$ cat config.mk
export PLATFORM = sky130hd
export DESIGN_NAME = xphy_glue_top
export DESIGN_NICKNAME = d
export VERILOG_FILES = /design/src/logic/xphy_pkg.sv /design/src/logic/phy_reset_ctrl.sv /design/src/logic/rx_input_stage.sv /design/src/logic/rx_fault_monitor.sv /design/src/logic/tx_fault_responder.sv /design/src/logic/xphy_glue_top.sv
export SDC_FILE = /design/constraint.sdc
export NUM_CORES = 1
export LEC_CHECK = 0
export ABC_AREA = 1
export BUFFER_PORTS_ARGS = -buffer_cell sky130_fd_sc_hd__clkbuf_2
export CORE_AREA = 2 2 127 129
export DETAILED_ROUTE_END_ITERATION = 10
export DIE_AREA = 0 0 129 131
export GPL_TIMING_DRIVEN = 0
export PLACE_DENSITY = 0.85
export SYNTH_ARGS = -nofsm -noshare
export SYNTH_HDL_FRONTEND = slang
export SYNTH_SLANG_ARGS = --single-unit
$ cat constraint.sdc
create_clock -name clk156 -period 13.3 [get_ports clk156]
set_input_delay 1.33 -clock clk156 [delete_from_list [all_inputs] [get_ports clk156]]
set_output_delay 1.33 -clock clk156 [all_outputs]
set_load 0.005 [all_outputs]
$ cat src/logic/xphy_pkg.sv
// ----------------------------------------------------------------------
// xphy package
// XGMII word type, control character codes, fault ordered-set codes
// and thresholds shared by the 10GBASE-R glue logic
// ----------------------------------------------------------------------
package xphy_pkg;

   // one 64-bit XGMII transfer, lane 0 in data[7:0] and ctrl[0]
   typedef struct packed {
      logic [63:0] data;
      logic [7:0]  ctrl;
   } xgmii_word_t;

   // control characters
   localparam logic [7:0] XGMII_IDLE     = 8'h07;
   localparam logic [7:0] XGMII_START    = 8'hFB;
   localparam logic [7:0] XGMII_ERROR    = 8'hFE;
   localparam logic [7:0] XGMII_SEQUENCE = 8'h9C;

   // lane 3 code of a sequence ordered set
   localparam logic [7:0] SEQ_LOCAL_FAULT  = 8'h01;
   localparam logic [7:0] SEQ_REMOTE_FAULT = 8'h02;

   // idle in all eight lanes
   localparam xgmii_word_t IDLE_WORD = '{
      data: {8{XGMII_IDLE}},
      ctrl: 8'hFF
   };

   // remote fault ordered set in both column halves
   localparam xgmii_word_t REMOTE_FAULT_WORD = '{
      data: {SEQ_REMOTE_FAULT, 8'h00, 8'h00, XGMII_SEQUENCE,
             SEQ_REMOTE_FAULT, 8'h00, 8'h00, XGMII_SEQUENCE},
      ctrl: 8'h11
   };

   // fault monitor thresholds, in consecutive words
   localparam int FAULT_SET_COUNT   = 4;
   localparam int FAULT_CLEAR_COUNT = 16;
   localparam int SET_CNT_WIDTH     = $clog2(FAULT_SET_COUNT + 1);
   localparam int CLEAR_CNT_WIDTH   = $clog2(FAULT_CLEAR_COUNT + 1);

   // statistics counters
   localparam int COUNT_WIDTH = 16;

   // reset synchronizer depth
   localparam int RESET_SYNC_STAGES = 2;

endpackage

$ cat src/logic/phy_reset_ctrl.sv
// ----------------------------------------------------------------------
// phy reset controller
// holds the tx and rx core resets until the transceiver and optics
// are ready, then releases each through a short synchronizer
// ----------------------------------------------------------------------
`timescale 1ns/10ps

module phy_reset_ctrl
   import xphy_pkg::*;
(
   input  logic clk156,
   input  logic reset,
   input  logic tx_resetdone,
   input  logic rx_resetdone,
   input  logic tx_fault,
   input  logic signal_detect,
   output logic resetdone,
   output logic core_reset_tx,
   output logic core_reset_rx
);

   // hold requests, high while a side is not ready
   logic hold_tx;
   logic hold_rx;

   // synchronizer chains, stage 0 samples the hold request
   logic [RESET_SYNC_STAGES-1:0] tx_sync;
   logic [RESET_SYNC_STAGES-1:0] rx_sync;

   // a fault on the laser or loss of light holds both sides
   assign hold_tx = !tx_resetdone || tx_fault || !signal_detect;
   assign hold_rx = !rx_resetdone || tx_fault || !signal_detect;

   // transceiver reset status straight through to the MAC side
   assign resetdone = tx_resetdone && rx_resetdone;

   // async preset puts both cores in reset at once,
   // release ripples through the chain one stage per clock
   always_ff @(posedge clk156 or posedge reset)
   begin
      if (reset)
      begin
         tx_sync <= '1;
         rx_sync <= '1;
      end
      else
      begin
         tx_sync <= {tx_sync[RESET_SYNC_STAGES-2:0], hold_tx};
         rx_sync <= {rx_sync[RESET_SYNC_STAGES-2:0], hold_rx};
      end
   end

   assign core_reset_tx = tx_sync[RESET_SYNC_STAGES-1];
   assign core_reset_rx = rx_sync[RESET_SYNC_STAGES-1];

   // system reset must keep both cores held
   a_reset_holds_cores: assert property (
      @(posedge clk156) reset |-> (core_reset_tx && core_reset_rx)
   );

endmodule

$ cat src/logic/rx_input_stage.sv
// ----------------------------------------------------------------------
// receive input stage
// registers the PHY receive column, sends idle while the rx core is
// held and counts columns that carry error characters
// ----------------------------------------------------------------------
`timescale 1ns/10ps

module rx_input_stage
   import xphy_pkg::*;
(
   input  logic                   clk156,
   input  logic                   reset,
   input  logic                   core_reset_rx,
   input  xgmii_word_t            xgmii_rx_phy,
   output xgmii_word_t            xgmii_rx,
   output logic [COUNT_WIDTH-1:0] rx_error_count
);

   // per-lane error hit and its reduction
   logic [7:0] lane_err;
   logic       word_err;

   // an error lane is a control lane holding the error character
   always_comb
   begin
      for (int i = 0; i < 8; i++)
      begin
         lane_err[i] = xgmii_rx_phy.ctrl[i] &&
                       (xgmii_rx_phy.data[8*i +: 8] == XGMII_ERROR);
      end
   end

   assign word_err = |lane_err;

   // idle replaces the PHY word while rx is held,
   // so no partial frame reaches the MAC
   always_ff @(posedge clk156 or posedge reset)
   begin
      if (reset)
      begin
         xgmii_rx       <= IDLE_WORD;
         rx_error_count <= '0;
      end
      else
      begin
         xgmii_rx <= core_reset_rx ? IDLE_WORD : xgmii_rx_phy;
         // one count per word, however many lanes are bad
         if (!core_reset_rx && word_err)
            rx_error_count <= rx_error_count + 1'b1;
      end
   end

   // MAC sees idle in the cycle after the rx core was held
   a_idle_in_reset: assert property (
      @(posedge clk156) disable iff (reset)
      core_reset_rx |=> (xgmii_rx == IDLE_WORD)
   );

endmodule

$ cat src/logic/rx_fault_monitor.sv
// ----------------------------------------------------------------------
// receive fault monitor
// watches the rx stream for local and remote fault ordered sets,
// keeps the link fault status and counts received frames
// ----------------------------------------------------------------------
`timescale 1ns/10ps

module rx_fault_monitor
   import xphy_pkg::*;
(
   input  logic                   clk156,
   input  logic                   reset,
   input  logic                   core_reset_rx,
   input  xgmii_word_t            xgmii_rx,
   output logic                   local_fault,
   output logic                   remote_fault,
   output logic [COUNT_WIDTH-1:0] rx_frame_count
);

   // word classification
   logic is_seq;
   logic is_local;
   logic is_remote;
   logic is_fault;
   logic is_start;

   // consecutive fault words of one type, and consecutive clean words
   logic [SET_CNT_WIDTH-1:0]   set_cnt;
   logic [SET_CNT_WIDTH-1:0]   set_cnt_nxt;
   logic [CLEAR_CNT_WIDTH-1:0] clear_cnt;
   logic [CLEAR_CNT_WIDTH-1:0] clear_cnt_nxt;
   // type of the fault run in progress, 1 for local
   logic                       run_local;

   // sequence column, fault code sits in lane 3
   assign is_seq    = xgmii_rx.ctrl[0] && (xgmii_rx.data[7:0] == XGMII_SEQUENCE);
   assign is_local  = is_seq && (xgmii_rx.data[31:24] == SEQ_LOCAL_FAULT);
   assign is_remote = is_seq && (xgmii_rx.data[31:24] == SEQ_REMOTE_FAULT);
   assign is_fault  = is_local || is_remote;
   assign is_start  = xgmii_rx.ctrl[0] && (xgmii_rx.data[7:0] == XGMII_START);

   // next run lengths, both saturate at their thresholds
   always_comb
   begin
      set_cnt_nxt   = set_cnt;
      clear_cnt_nxt = clear_cnt;
      if (is_fault)
      begin
         clear_cnt_nxt = '0;
         // other fault type restarts the run
         if ((set_cnt != '0) && (run_local == is_local))
         begin
            if (set_cnt != SET_CNT_WIDTH'(FAULT_SET_COUNT))
               set_cnt_nxt = set_cnt + 1'b1;
         end
         else
         begin
            set_cnt_nxt = SET_CNT_WIDTH'(1);
         end
      end
      else
      begin
         set_cnt_nxt = '0;
         if (clear_cnt != CLEAR_CNT_WIDTH'(FAULT_CLEAR_COUNT))
            clear_cnt_nxt = clear_cnt + 1'b1;
      end
   end

   // flags move on the same edge as the counter reaching threshold
   always_ff @(posedge clk156 or posedge reset)
   begin
      if (reset)
      begin
         set_cnt        <= '0;
         clear_cnt      <= '0;
         run_local      <= 1'b0;
         local_fault    <= 1'b0;
         remote_fault   <= 1'b0;
         rx_frame_count <= '0;
      end
      else if (!core_reset_rx)
      begin
         set_cnt   <= set_cnt_nxt;
         clear_cnt <= clear_cnt_nxt;
         if (is_fault)
            run_local <= is_local;
         // the newer fault type wins, flags stay exclusive
         if (is_fault && (set_cnt_nxt == SET_CNT_WIDTH'(FAULT_SET_COUNT)))
         begin
            local_fault  <= is_local;
            remote_fault <= is_remote;
         end
         else if (!is_fault && (clear_cnt_nxt == CLEAR_CNT_WIDTH'(FAULT_CLEAR_COUNT)))
         begin
            local_fault  <= 1'b0;
            remote_fault <= 1'b0;
         end
         // start only valid in lane 0
         if (is_start)
            rx_frame_count <= rx_frame_count + 1'b1;
      end
   end

   a_faults_exclusive: assert property (
      @(posedge clk156) disable iff (reset) !(local_fault && remote_fault)
   );

endmodule

$ cat src/logic/tx_fault_responder.sv
// ----------------------------------------------------------------------
// transmit fault responder
// registers the MAC transmit column for the PHY and applies the
// reconciliation fault rule on top of it
// ----------------------------------------------------------------------
`timescale 1ns/10ps

module tx_fault_responder
   import xphy_pkg::*;
(
   input  logic        clk156,
   input  logic        reset,
   input  logic        core_reset_tx,
   input  logic        local_fault,
   input  logic        remote_fault,
   input  xgmii_word_t xgmii_tx,
   output xgmii_word_t xgmii_tx_phy
);

   // word picked by the reconciliation rule
   xgmii_word_t tx_sel;

   // held core first, then local fault, then remote fault
   always_comb
   begin
      if (core_reset_tx)
      begin
         // nothing from the MAC while tx core is held
         tx_sel = IDLE_WORD;
      end
      else if (local_fault)
      begin
         // we cannot hear the far end so tell it
         tx_sel = REMOTE_FAULT_WORD;
      end
      else if (remote_fault)
      begin
         // far end cannot hear us so go quiet
         tx_sel = IDLE_WORD;
      end
      else
      begin
         tx_sel = xgmii_tx;
      end
   end

   // one cycle to the PHY and idle out of reset
   always_ff @(posedge clk156 or posedge reset)
   begin
      if (reset)
         xgmii_tx_phy <= IDLE_WORD;
      else
         xgmii_tx_phy <= tx_sel;
   end

endmodule

$ cat src/logic/xphy_glue_top.sv
// ----------------------------------------------------------------------
// xphy glue top
// reset sequencing and the rx/tx XGMII paths between MAC and PHY core
// ----------------------------------------------------------------------
`timescale 1ns/10ps

module xphy_glue_top
   import xphy_pkg::*;
(
   input  logic                   clk156,
   input  logic                   reset,
   input  logic                   tx_resetdone,
   input  logic                   rx_resetdone,
   input  logic                   tx_fault,
   input  logic                   signal_detect,
   // MAC transmit and PHY receive columns
   input  xgmii_word_t            xgmii_tx,
   input  xgmii_word_t            xgmii_rx_phy,
   // PHY transmit and MAC receive columns
   output xgmii_word_t            xgmii_tx_phy,
   output xgmii_word_t            xgmii_rx,
   output logic                   resetdone,
   output logic                   core_reset_tx,
   output logic                   core_reset_rx,
   output logic                   local_fault,
   output logic                   remote_fault,
   output logic [COUNT_WIDTH-1:0] rx_frame_count,
   output logic [COUNT_WIDTH-1:0] rx_error_count
);

   // core resets for both directions
   phy_reset_ctrl u_reset_ctrl (
      .clk156        (clk156),
      .reset         (reset),
      .tx_resetdone  (tx_resetdone),
      .rx_resetdone  (rx_resetdone),
      .tx_fault      (tx_fault),
      .signal_detect (signal_detect),
      .resetdone     (resetdone),
      .core_reset_tx (core_reset_tx),
      .core_reset_rx (core_reset_rx)
   );

   // PHY to MAC, registered once
   rx_input_stage u_rx_input (
      .clk156         (clk156),
      .reset          (reset),
      .core_reset_rx  (core_reset_rx),
      .xgmii_rx_phy   (xgmii_rx_phy),
      .xgmii_rx       (xgmii_rx),
      .rx_error_count (rx_error_count)
   );

   // link status from the registered rx stream
   rx_fault_monitor u_fault_mon (
      .clk156         (clk156),
      .reset          (reset),
      .core_reset_rx  (core_reset_rx),
      .xgmii_rx       (xgmii_rx),
      .local_fault    (local_fault),
      .remote_fault   (remote_fault),
      .rx_frame_count (rx_frame_count)
   );

   // MAC to PHY with fault substitution
   tx_fault_responder u_tx_resp (
      .clk156        (clk156),
      .reset         (reset),
      .core_reset_tx (core_reset_tx),
      .local_fault   (local_fault),
      .remote_fault  (remote_fault),
      .xgmii_tx      (xgmii_tx),
      .xgmii_tx_phy  (xgmii_tx_phy)
   );

endmodule

==> results of run 1 <==
## worst reg2reg max path: cells and delay by family (launching register included)
kind / cells / cell delay (ns)
AND/OR/NAND/NOR: 6 / 0.84
flip-flops: 1 / 0.39
AO/OA/AOI/OAI: 2 / 0.38
## cell type report
type                    instances  area (µm²)
multi-input cells             530        2590
flip-flops and latches        191        4860
clock inverters                11         154
fillers                      1251        5070
well taps                     216         270
inverters                     105         402
clock buffers                  21         450
plain buffers                  25         111
repair buffers                331        1680
## cell usage after synthesis (4+ instances only)
library cell and instances:
nand2_2 10, xor2_1 17, nand4_1 13, dfrtp_1 123, inv_1 99, nor3_2 4, clkbuf_1 15, nor3_1 18
nor2_2 5, a21oi_1 5, inv_2 6, ha_1 6, or2_2 23, nor2_1 167, nand2_1 173, nand3_1 43
nand3_2 4, buf_2 8, o21ai_0 9, nor2_4 4, xnor2_1 12, dfstp_2 68
## sequential cells by signal, indices dropped and copies added, names as in the netlist
register                    count
u_rx_input.rx_error_count      16
u_fault_mon.set_cnt             3
u_fault_mon.local_fault         1
u_rx_input.xgmii_rx            72
u_reset_ctrl.rx_sync            2
u_fault_mon.run_local           1
u_reset_ctrl.tx_sync            2
u_tx_resp.xgmii_tx_phy         72
u_fault_mon.rx_frame_count     16
u_fault_mon.clear_cnt           5
u_fault_mon.remote_fault        1
## power by group through the flow
stage / combinational [µW] / clock (µW) / sequential [µW]
finish: 106 / 525 / 617
global route: 121 / 559 / 619
CTS: 108 / 534 / 617
detailed placement: 107 / 0 / 627
global placement: 103 / 0 / 626
floorplan: 52.8 / 0 / 626
## metal layers
metal  up-vias  global-route usage [%]
li1       3303                       -
met1      3182                    28.2
met2       285                    44.0
met3        33                    5.99
met4         0                    9.59
met5         -                       0
## metrics by stage
step	worst slack (ns)	hold WS, ns	cell area [µm²]	instances	total power, µW
after floorplan	6.88	0.345	7960	851	679
after global placement	5.04	0.346	9880	1397	729
after detailed placement	10.24	0.348	9920	1398	734
after CTS	10.35	0.358	10500	1430	1260
after global routing	10.32	0.358	10500	1430	1300
final	10.35	0.355	10500	1430	1250
## cells in the final DEF, fill, tap and decap left out, types with 2 or more instances in the layout
cell type   instances
xor2_1             17
bufinv_16           3
nand3_2             4
nor3_1             18
nor2_4              4
o21ai_1             2
inv_2               6
nand4_1            13
nor2_1            167
clkinv_4            2
a21oi_1             5
nor3_2              4
clkinvlp_4          2
clkbuf_16          17
or2_2              23
o21ai_0             9
inv_1              98
dfrtp_1           123
nand3_1            43
ha_1                6
nand2_1           173
nor2_2              5
clkbuf_1           18
xnor2_1            12
nand2_2            10
nor4_2              2
o22ai_1             2
inv_6               3
buf_2               8
nand3b_1            2
clkbuf_2          330
dfstp_2            68
## how the worst max path moves through the flow
stage	startpoint	to	slack, ns	cells after the start
finish	rx_resetdone	resetdone	10.35	4
global route	rx_resetdone	resetdone	10.32	4
CTS	rx_resetdone	resetdone	10.35	4
detailed placement	xgmii_rx_phy[33]	u_rx_input.rx_error_count[11]$_DFFE_PP0P_	10.24	11
global placement	reset	u_rx_input.xgmii_rx[28]$_DFF_PP0_	5.04	2
floorplan	reset	u_fault_mon.clear_cnt[0]$_DFFE_PP0N_	6.88	1
## kinds of logic (layout without fill, tap and decap cells)
group	Yosys count	after routing	share of synthesized area [%]
AND/OR/NAND/NOR	474	474	26.9
flip-flops	191	191	61.1
buffers and inverters	130	493	6.35
XOR/XNOR	30	30	3.39
AO/OA/AOI/OAI	20	20	1.34
adder cells (fa/ha/maj)	6	6	0.943
==> qor.txt, run 1 <==
status: finished clean
PortBufs: 330
Final #Nets: 1,357
Die H: 131 µm
Post-CTS Hold Fix Bufs: 0
H-tree depth: 4
register-to-register setup slack: 11.56 ns
RSZ-0062 raised after global routing: no
Hold Path Class: reg2reg
gr ovfl total: 0
Yosys top cell area share: 38.7%
setup TNS: 0 ns
largest net degree at the start of global routing: 113
Area Growth Syn to Fin: 32.2%
Final Hold Viols: 0
Clock Skews: 0.00776 ns
family with the most delay on the worst path: buffers and inverters
TritonCTS Buffers: 17
data required time of the worst path: 11.97 ns
startpoint types: primary input
CTS resizes: 0
routed wire length: 20,700 µm
yosys warns: 0
Buffers & Inverters on Critical Path: 3
Clock Latency Late Sink: 0.43 ns
Slew @ Worst Pin: 0.611 ns
DP HPWL: 15,800 µm
DR WL met2: 10,800 µm
Critical R2R Capture: u_fault_mon.local_fault$_DFFE_PP0P_
top_reg_cell synth: dfrtp_1
RePlAce Congestion: 0.890
Psw: 296 µW
clock share of power: 42.1%
final setup vio count: 0
Post-synth EDFFs: 0
Reg power frac: 49.4%
reg-to-reg startpoint: u_rx_input.xgmii_rx[37]$_DFF_PP0_
Critical Path Fanout Max: 2
CTS tree: done
worst min-delay path endpoint: u_reset_ctrl.tx_sync[1]$_DFF_PP1_
critical hold path startpoint: u_reset_ctrl.tx_sync[0]$_DFF_PP1_
crit share post-route: 22.2%
Syn Inst Count: 851
CTS Root Cell: clkbuf_16
crit path time final: 2.95 ns
share of cells above drive strength 1: 41.3%
Hold Crit Depth: 0
Worst setup EP type: output pin
width of the die: 129 µm
Comb power frac: 8.5%
most used cell, CP: clkbuf_2
post-synthesis cell area: 7960 µm²
maxcap violations: 0
Starting DRT DRC Count: 380
Pleak: 0.00573 µW
vias in the first global route: 6,539
Rows: 46
syn avg cell area: 9.36 µm²
met3 wire len: 1470 µm
core area: 15,600 µm²
io pins: 331
syn_nets: 1,007
die area: 16,900 µm²
starting density of the core: 51.0%
DR vias/cell: 4.76
Int Pwr: 952 µW
post-CTS setup buffers: 0
dominant cells by area after synthesis: dfrtp_1, dfstp_2, nand2_1, nor2_1, inv_1
worst ir drop on vdd: 91.0 µV
First-pass DRT Iterations: 4
Async SR Flop Fraction: 100%
Final Slew Violations: 0
crit-path cells: clkbuf_2, nand2_1, inv_1, clkbuf_2
Detail Route Antenna Nets: 0
Synth cell types: 37
sequential share of the synthesized area: 61.1%
#FFs+latches synth: 191
antenna violations before repair: 0
crit path kind: in2out
first-pass GRT wire length: 31,600 µm
top routing layer in use: met4
diode count: 0
fmax: 0.339 GHz
WP data arrival: 1.62 ns
switching portion of total power: 23.7%
pwr/cell area: 119 nW/µm²
r2r worst-path depth: 8
DR vias: 6,803
post-synth top area cell: dfrtp_1
Total Routing Usage GR: 24.5%
Remaining DRCs: 0
CTS Buffer Depth: 2
Slew headroom: 59.3%
utilization after layout: 67.5%
max incr delay on CP: 0.10 ns
WL per Instance: 14.5 µm
met1 wire length: 7980 µm
CTS sink cnt: 191
Worst-path clk slew: 0.07 ns
Slowest-stage cell, CP: clkbuf_2
No activity file was read; power rests on OpenSTA's default activity.
==> run 2: changes to the inputs <==
--- a/config.mk
+++ b/config.mk
@@ -7,11 +7,10 @@
 export LEC_CHECK = 0
 export ABC_AREA = 1
 export BUFFER_PORTS_ARGS = -buffer_cell sky130_fd_sc_hd__clkbuf_2
-export CORE_AREA = 2 2 127 129
+export CORE_UTILIZATION = 48
 export DETAILED_ROUTE_END_ITERATION = 10
-export DIE_AREA = 0 0 129 131
 export GPL_TIMING_DRIVEN = 0
-export PLACE_DENSITY = 0.85
+export PLACE_DENSITY = 0.8
 export SYNTH_ARGS = -nofsm -noshare
 export SYNTH_HDL_FRONTEND = slang
 export SYNTH_SLANG_ARGS = --single-unit
==> constraint.sdc (replaced) <==
create_clock -name clk156 -period 2.8 [get_ports clk156]
set_input_delay 0.28 -clock clk156 [delete_from_list [all_inputs] [get_ports clk156]]
set_output_delay 0.28 -clock clk156 [all_outputs]
set_load 0.005 [all_outputs]
==> run 2 against run 1 <==
Against the previous run:
- the run now ends with negative hold slack left
- sequential cell count stayed put
- highest routed layer unchanged
- critical path depth rose by 7
- critical endpoint is now u_fault_mon.local_fault$_DFFE_PP0P_
- cell count up 0.28%
- first-iteration DRC count rose by 3.2%
- routed wire length shrank 1.5%
- clock power rose to 4.6 times the previous value
- sequential share of layout area fell by 0.16 points
- combinational power increased to 4.9 times the previous value
- largest cell class unchanged
- utilization shrank 1.7 points
- hold slack got worse by 0.36 ns
- via count shrank 0.24%
==> qor.txt, run 2 (synthesis gave the netlist of run 1 again) <==
crit share post-route: 60.4%
starting density of the core: 49.6% (-1.5 points)
First-pass DRT Iterations: 5 (+1)
PortBufs: 330 (unchanged)
routed wire length: 20,400 µm (-1.5%)
Final Power: 5860 µW (+370%)
CTS Root Cell: clkbuf_16
RePlAce Congestion: 0.852 (-4.2%)
core area: 16,100 µm² (+3.0%)
crit-path cells: inv_1, nor2_1, inv_1, nor2_2, nand3_2, nand2_2, nand2_2, nor2_4, nand2_2, nand3_1, nand2_1
design area: 10,600 µm² (+0.34%)
post-CTS setup buffers: 0 (unchanged)
Int Pwr: 4370 µW (+360%)
Comb power frac: 8.8% (+0.3 points)
Hold Path Class: in2async
family with the most delay on the worst path: simple AND/OR/NAND/NOR gates
DR vias/cell: 4.73 (-0.51%)
data required time of the worst path: 3.12 ns (-8.85 ns)
Post-CTS Hold Fix Bufs: 0 (unchanged)
reg-to-reg startpoint: u_rx_input.xgmii_rx[32]$_DFF_PP1_
most used cell, CP: nand2_2
share of cells above drive strength 1: 41.7% (+0.39 points)
CTS sink cnt: 191 (unchanged)
Remaining DRCs: 0 (unchanged)
startpoint types: flip-flop
Starting DRT DRC Count: 392 (+3.2%)
final setup vio count: 0 (unchanged)
Total Routing Usage GR: 24.3% (-0.13 points)
most frequent cells in the layout: clkbuf_2, nand2_1, nor2_1, dfrtp_1, inv_1
DR vias: 6,787 (-0.24%)
pwr/cell area: 555 nW/µm² (+370%)
Final Slew Violations: 0 (unchanged)
Final #Nets: 1,360 (+0.22%)
CTS tree: done
Slew @ Worst Pin: 0.837 ns (+0.227 ns)
crit path time final: 1.69 ns
first-pass GRT wire length: 31,300 µm (-0.81%)
status: complete, but fails checks
Final Hold Viols: 4 (+4)
Buffers & Inverters on Critical Path: 2 (-1)
Hold WS: -0.00608 ns (-0.361 ns)
Area Growth Syn to Fin: 32.6%
Clock Latency Late Sink: 0.43 ns (about the same)
worst ir drop on vdd: 419 µV (+360%)
RSZ-0062 raised after global routing: no
largest net degree at the start of global routing: 45 (-60%)
CTS Buffer Depth: 2 (unchanged)
crit path kind: reg2reg
failing checks: negative hold slack
CTS resizes: 0 (unchanged)
Reg power frac: 50.1% (+0.7 points)
largest registers: u_rx_input.xgmii_rx x72, u_tx_resp.xgmii_tx_phy x72
most common cell after layout, fill and taps aside: clkbuf_2
die area: 17,100 µm² (+1.2%)
setup TNS: 0 ns (unchanged)
Worst setup EP type: flip-flop
width of the die: 131 µm (+1.4%)
vias in the first global route: 6,597 (+0.89%)
switching portion of total power: 25.4% (+1.6 points)
antenna violations before repair: 1 (+1)
Slew headroom: 44.1% (-15 points)
Rows: 46 (unchanged)
clock share of power: 41.1% (-1.0 points)
maxcap violations: 0 (unchanged)
DP HPWL: 15,800 µm (+0.43%)
io pins: 331 (unchanged)
Clock Skews: 0.0101 ns (+0.00231 ns)
fmax: 0.591 GHz
max incr delay on CP: 0.54 ns (+0.44 ns)
H-tree depth: 4 (unchanged)
Psw: 1490 µW (+400%)
WP data arrival: 2.01 ns (+0.39 ns)
Critical Path Fanout Max: 3 (+1)
Slowest-stage cell, CP: dfstp_2
Crit. Startpoint: u_rx_input.xgmii_rx[32]$_DFF_PP1_
TritonCTS Buffers: 17 (unchanged)
DP Area: 9970 µm² (+0.49%)
Detail Route Antenna Nets: 0 (unchanged)
Die H: 131 µm (-0.16%)
WL per Instance: 14.2 µm (-1.8%)
gr ovfl total: 0 (unchanged)
Pleak: 0.00575 µW (+0.26%)
Worst-path clk slew: 0.07 ns (about the same)
[run 2: cell count changes in the layout (fill, tap and decap cells not counted)]
cell / delta
clkinvlp_4: +1
bufinv_16: -2
buf_12: +4
inv_6: +1
clkbuf_1: -3
buf_16: -1
inv_8: +1
clkinv_8: +1
clkinv_4: +1
diode_2: +1
[run 2: final cells by class]
class / count / area [µm²]
Clock buffer: 18 / 439
Inverter: 105 / 398
Multi-Input combinational cell: 530 / 2590
Timing Repair Buffer: 334 / 1730
Tap cell: 216 / 270
Fill cell: 1297 / 5500
Buffer: 25 / 111
Sequential cell: 191 / 4860
Clock inverter: 14 / 150
Antenna cell: 1 / 2.50
[run 2: power groups by stage]
stage	Sequential, µW	Clock, µW	Combinational (µW)
2_1_floorplan	2980	0	251
3_3_place_gp	2980	0	489
3_5_place_dp	2980	0	518
4_1_cts	2930	2460	520
5_1_grt	2940	2580	581
6_report	2930	2410	515
[run 2: path summary, 6_finish.rpt]
kind,to,slack (ns),depth (start not counted)
max,u_fault_mon.local_fault$_DFFE_PP0P_,1.11,11
min,u_tx_resp.xgmii_tx_phy[53]$_DFF_PP0_,-0.006,2
max reg2reg,u_fault_mon.local_fault$_DFFE_PP0P_,1.11,11
min reg2reg,u_reset_ctrl.rx_sync[1]$_DFF_PP1_,0.36,0
max in group asynchronous,u_reset_ctrl.tx_sync[1]$_DFF_PP1_,1.82,4
min in group clk156,u_rx_input.xgmii_rx[1]$_DFF_PP1_,0.03,3
[run 2: layer usage]
metal  global-route usage [%]  vias to the layer above  wire [µm]
met5                        0                        -          0
met1                     26.3                     3196       7650
met4                     8.72                        0        408
met2                     45.2                      241      10900
met3                     6.88                       32       1390
li1                         -                     3318          -
[run 2: metrics by stage]
stage / instances / util, % / setup slack (ns) / hold slack (ns)
final: 1434 / 65.8 / 1.11 / -0.00608
after global routing: 1434 / 65.8 / 0.925 / 0.0276
after CTS: 1433 / 65.7 / 1.10 / 0.0157
after detailed placement: 1401 / 62.1 / 1.10 / 0.348
after global placement: 1397 / 61.6 / -0.954 / 0.346
after floorplan: 851 / - / 0.113 / 0.345
==> run 3: changes to the inputs <==
--- a/config.mk
+++ b/config.mk
@@ -5,12 +5,13 @@
 export SDC_FILE = /design/constraint.sdc
 export NUM_CORES = 1
 export LEC_CHECK = 0
-export ABC_AREA = 1
+export ABC_AREA = 0
 export BUFFER_PORTS_ARGS = -buffer_cell sky130_fd_sc_hd__clkbuf_2
-export CORE_UTILIZATION = 48
+export CORE_AREA = 2 2 128 130
 export DETAILED_ROUTE_END_ITERATION = 10
+export DIE_AREA = 0 0 130 132
 export GPL_TIMING_DRIVEN = 0
-export PLACE_DENSITY = 0.8
+export PLACE_DENSITY = 0.79
 export SYNTH_ARGS = -nofsm -noshare
 export SYNTH_HDL_FRONTEND = slang
 export SYNTH_SLANG_ARGS = --single-unit
==> constraint.sdc (replaced) <==
create_clock -name clk156 -period 1.71 [get_ports clk156]
set_input_delay 0.171 -clock clk156 [delete_from_list [all_inputs] [get_ports clk156]]
set_output_delay 0.171 -clock clk156 [all_outputs]
set_load 0.005 [all_outputs]
==> run 3 against run 2 <==
Against the previous run:
- the run ends with negative setup slack left
- sequential share of layout area down 5.0 points
- total power up 67%
- sequential power up 63%
- clock power up 62%
- via count up 0.32%
- die area up 0.32%
- first-iteration DRC count down 21%
- largest cell class unchanged
==> qor.txt, run 3 <==
status: complete, but fails checks
failing checks: negative setup slack
die area: 17,200 µm² (+0.32%)
Syn Inst Count: 570 (-33%)
RSZ-0062 raised after global routing: yes
CTS Buffer Depth: 2 (unchanged)
Hold WS: 0.268 ns (+0.274 ns)
DP HPWL: 14,900 µm (-5.9%)
RePlAce Congestion: 0.834 (-2.2%)
io pins: 331 (unchanged)
Detail Route Antenna Nets: 0 (unchanged)
most common cell in the netlist: dfrtp_1
width of the die: 130 µm (-0.60%)
Starting DRT DRC Count: 308 (-21%)
startpoint types: flip-flop
Rows: 46 (unchanged)
post-synth top area cell: dfrtp_1
starting density of the core: 46.4% (-3.2 points)
Worst-path clk slew: 0.07 ns (about the same)
Hold Path Class: in2async
TritonCTS Buffers: 17 (unchanged)
crit path time final: 2.56 ns (+0.870 ns)
crit path kind: reg2reg
Synth cell types: 41 (+11%)
CTS tree: done
Worst setup EP type: flip-flop
worst ir drop on vdd: 779 µV (+86%)
largest net degree at the start of global routing: 46 (+2.2%)
Die H: 132 µm (+0.93%)
antenna violations before repair: 1 (unchanged)
Remaining DRCs: 0 (unchanged)
Pleak: 0.00585 µW (+1.9%)
most frequent cells in the layout: clkbuf_2, dlygate4sd3_1, dfrtp_1, dfstp_2, nor2b_1
Final Hold Viols: 0 (-4)
largest registers: u_rx_input.xgmii_rx x72, u_tx_resp.xgmii_tx_phy x72
Yosys top cell area share: 42.2% (+3.6 points)
Slew @ Worst Pin: 0.630 ns (-0.207 ns)
first-pass GRT wire length: 39,900 µm (+27%)
vias in the first global route: 7,420 (+12%)
PortBufs: 330 (unchanged)
data required time of the worst path: 2.03 ns (-1.09 ns)
First-pass DRT Iterations: 5 (unchanged)
WL per Instance: 19.7 µm (+39%)
Post-synth EDFFs: 0 (unchanged)
#FFs+latches synth: 191 (unchanged)
Async SR Flop Fraction: 100% (unchanged)
pwr/cell area: 826 nW/µm² (+49%)
top_reg_cell synth: dfrtp_1
fmax: 0.390 GHz (-34%)
register-to-register setup slack: -0.85 ns (-1.96 ns)
maxcap violations: 0 (unchanged)
routed wire length: 26,100 µm (+28%)
Slew headroom: 57.4% (+13 points)
DR vias: 6,809 (+0.32%)
H-tree depth: 4 (unchanged)
DP Worst Slack: -0.913 ns (-2.02 ns)
syn avg cell area: 12.8 µm² (+37%)
Final #Nets: 1,250 (-8.1%)
Total Routing Usage GR: 30.4% (+6.0 points)
post-synthesis cell area: 7290 µm² (-8.5%)
Clock Latency Late Sink: 0.43 ns (about the same)
CTS sink cnt: 191 (unchanged)
Final Slew Violations: 0 (unchanged)
gr ovfl total: 0 (unchanged)
syn_nets: 726 (-28%)
Clock Skews: 0.00947 ns (-0.000600 ns)
Inst Count DP: 1,121 (-20%)
most common cell after layout, fill and taps aside: clkbuf_2
dominant cells by area after synthesis: dfrtp_1, dfstp_2, nor2b_1, and2_1, or2_2
Critical Path Fanout Max: 3 (unchanged)
Area Growth Syn to Fin: 62.4%
share of cells above drive strength 1: 49.4% (+7.8 points)
Final Power: 9780 µW (+67%)
worst setup margin: -0.852 ns (-1.96 ns)
yosys warns: 0 (unchanged)
Non-Filler Instances: 1,324 (-7.7%)
DR vias/cell: 5.14 (+8.7%)
final setup vio count: 26 (+26)
synth cell count leaders: dfrtp_1, dfstp_2, nor2b_1, and2_1, or2_2
sequential share of the synthesized area: 66.8% (+5.7 points)
core area: 15,700 µm² (-2.2%)
CTS Root Cell: clkbuf_16
crit share post-route: 150% (+89 points)
WP data arrival: 2.88 ns (+0.87 ns)
run 3: cell types whose count changed after synthesis, moves of 29 or more:
cell / delta
and2_1: +36
inv_1: -89
nand2_1: -143
nand3_1: -29
nor2_1: -158
nor2b_1: +42
run 3: area by class of cell:
type | count | area (µm²)
fill | 925 | 3880
inverter | 10 | 41.3
tap | 216 | 270
buffer | 23 | 125
sequential | 191 | 4860
clock buffer | 19 | 443
antenna | 1 | 2.50
clock inverter | 13 | 130
timing repair buffer | 507 | 3440
multi-input combinational | 344 | 2520
run 3: worst max-delay path: stages (launching register included):
cell     delay [ns]
dfrtp_1        0.38
or4_4          0.56
or4_4          0.58
or2_4          0.27
xnor2_2        0.15
or3_4          0.39
mux2i_1        0.13
run 3: logic make-up (layout without fill, tap and decap cells):
kind of cell / Yosys count / count (layout) / share of synthesized area (%)
and+or+nand+nor: 252 / 252 / 20.9
DFF: 191 / 191 / 66.8
AOI/OAI and AO/OA: 45 / 45 / 4.38
buffers and inverters: 35 / 572 / 1.80
xor gates and xnor gates: 34 / 34 / 4.09
muxes: 7 / 7 / 1.03
adders and majority gates: 6 / 6 / 1.03
other: 0 / 1 / 0
run 3: power breakdown:
group / leakage (µW) / switching, µW / total, µW / internal (µW)
registers: 0.00240 / 102 / 4790 / 4680
logic: 0.00318 / 490 / 1090 / 601
clock network: 0.000273 / 1820 / 3900 / 2080
run 3: worst paths after layout:
| check | cells after the start | endpoint | start |
|---|---|---|---|
| setup / recovery | 6 | u_fault_mon.local_fault$_DFFE_PP0P_ | u_rx_input.xgmii_rx[39]$_DFF_PP0_ |
| max in group asynchronous | 6 | u_tx_resp.xgmii_tx_phy[70]$_DFF_PP0_ | reset |
| hold / removal | 3 | u_rx_input.xgmii_rx[28]$_DFF_PP0_ | reset |
| setup reg to reg | 6 | u_fault_mon.local_fault$_DFFE_PP0P_ | u_rx_input.xgmii_rx[39]$_DFF_PP0_ |
| min in group clk156 | 0 | u_reset_ctrl.tx_sync[1]$_DFF_PP1_ | u_reset_ctrl.tx_sync[0]$_DFF_PP1_ |
| hold reg to reg | 0 | u_reset_ctrl.tx_sync[1]$_DFF_PP1_ | u_reset_ctrl.tx_sync[0]$_DFF_PP1_ |
run 3: timing repair:
| action | 4_1_cts | 5_1_grt |
|---|---|---|
| endpoints found under the hold margin | 158 | 0 |
| hold buffers | 149 | 0 |
| pin swaps | 9 | 22 |
| endpoints found under the setup margin | 138 | 110 |
| gates cloned | 0 | 0 |
| buffers inserted | 13 | 10 |
| resized for setup | 21 | 45 |
run 3: per-stage QoR:
stage	util (%)	TNS (ns)	cell area (µm²)
2_1_floorplan	-	-128.59	7380
3_3_place_gp	59.2	-361.73	9300
3_5_place_dp	59.9	-55.41	9410
4_1_cts	74.0	-15.37	11600
5_1_grt	75.3	-10.67	11800
6_report	75.3	-8.49	11800
run 3: routing by layer:
layer | wire (µm) | vias to the layer above | global-route usage, %
met1 | 9470 | 3330 | 33.9
met5 | 0 | - | 0
met4 | 1280 | 0 | 15.4
met2 | 13300 | 400 | 52.9
li1 | - | 2978 | -
met3 | 2020 | 101 | 8.16
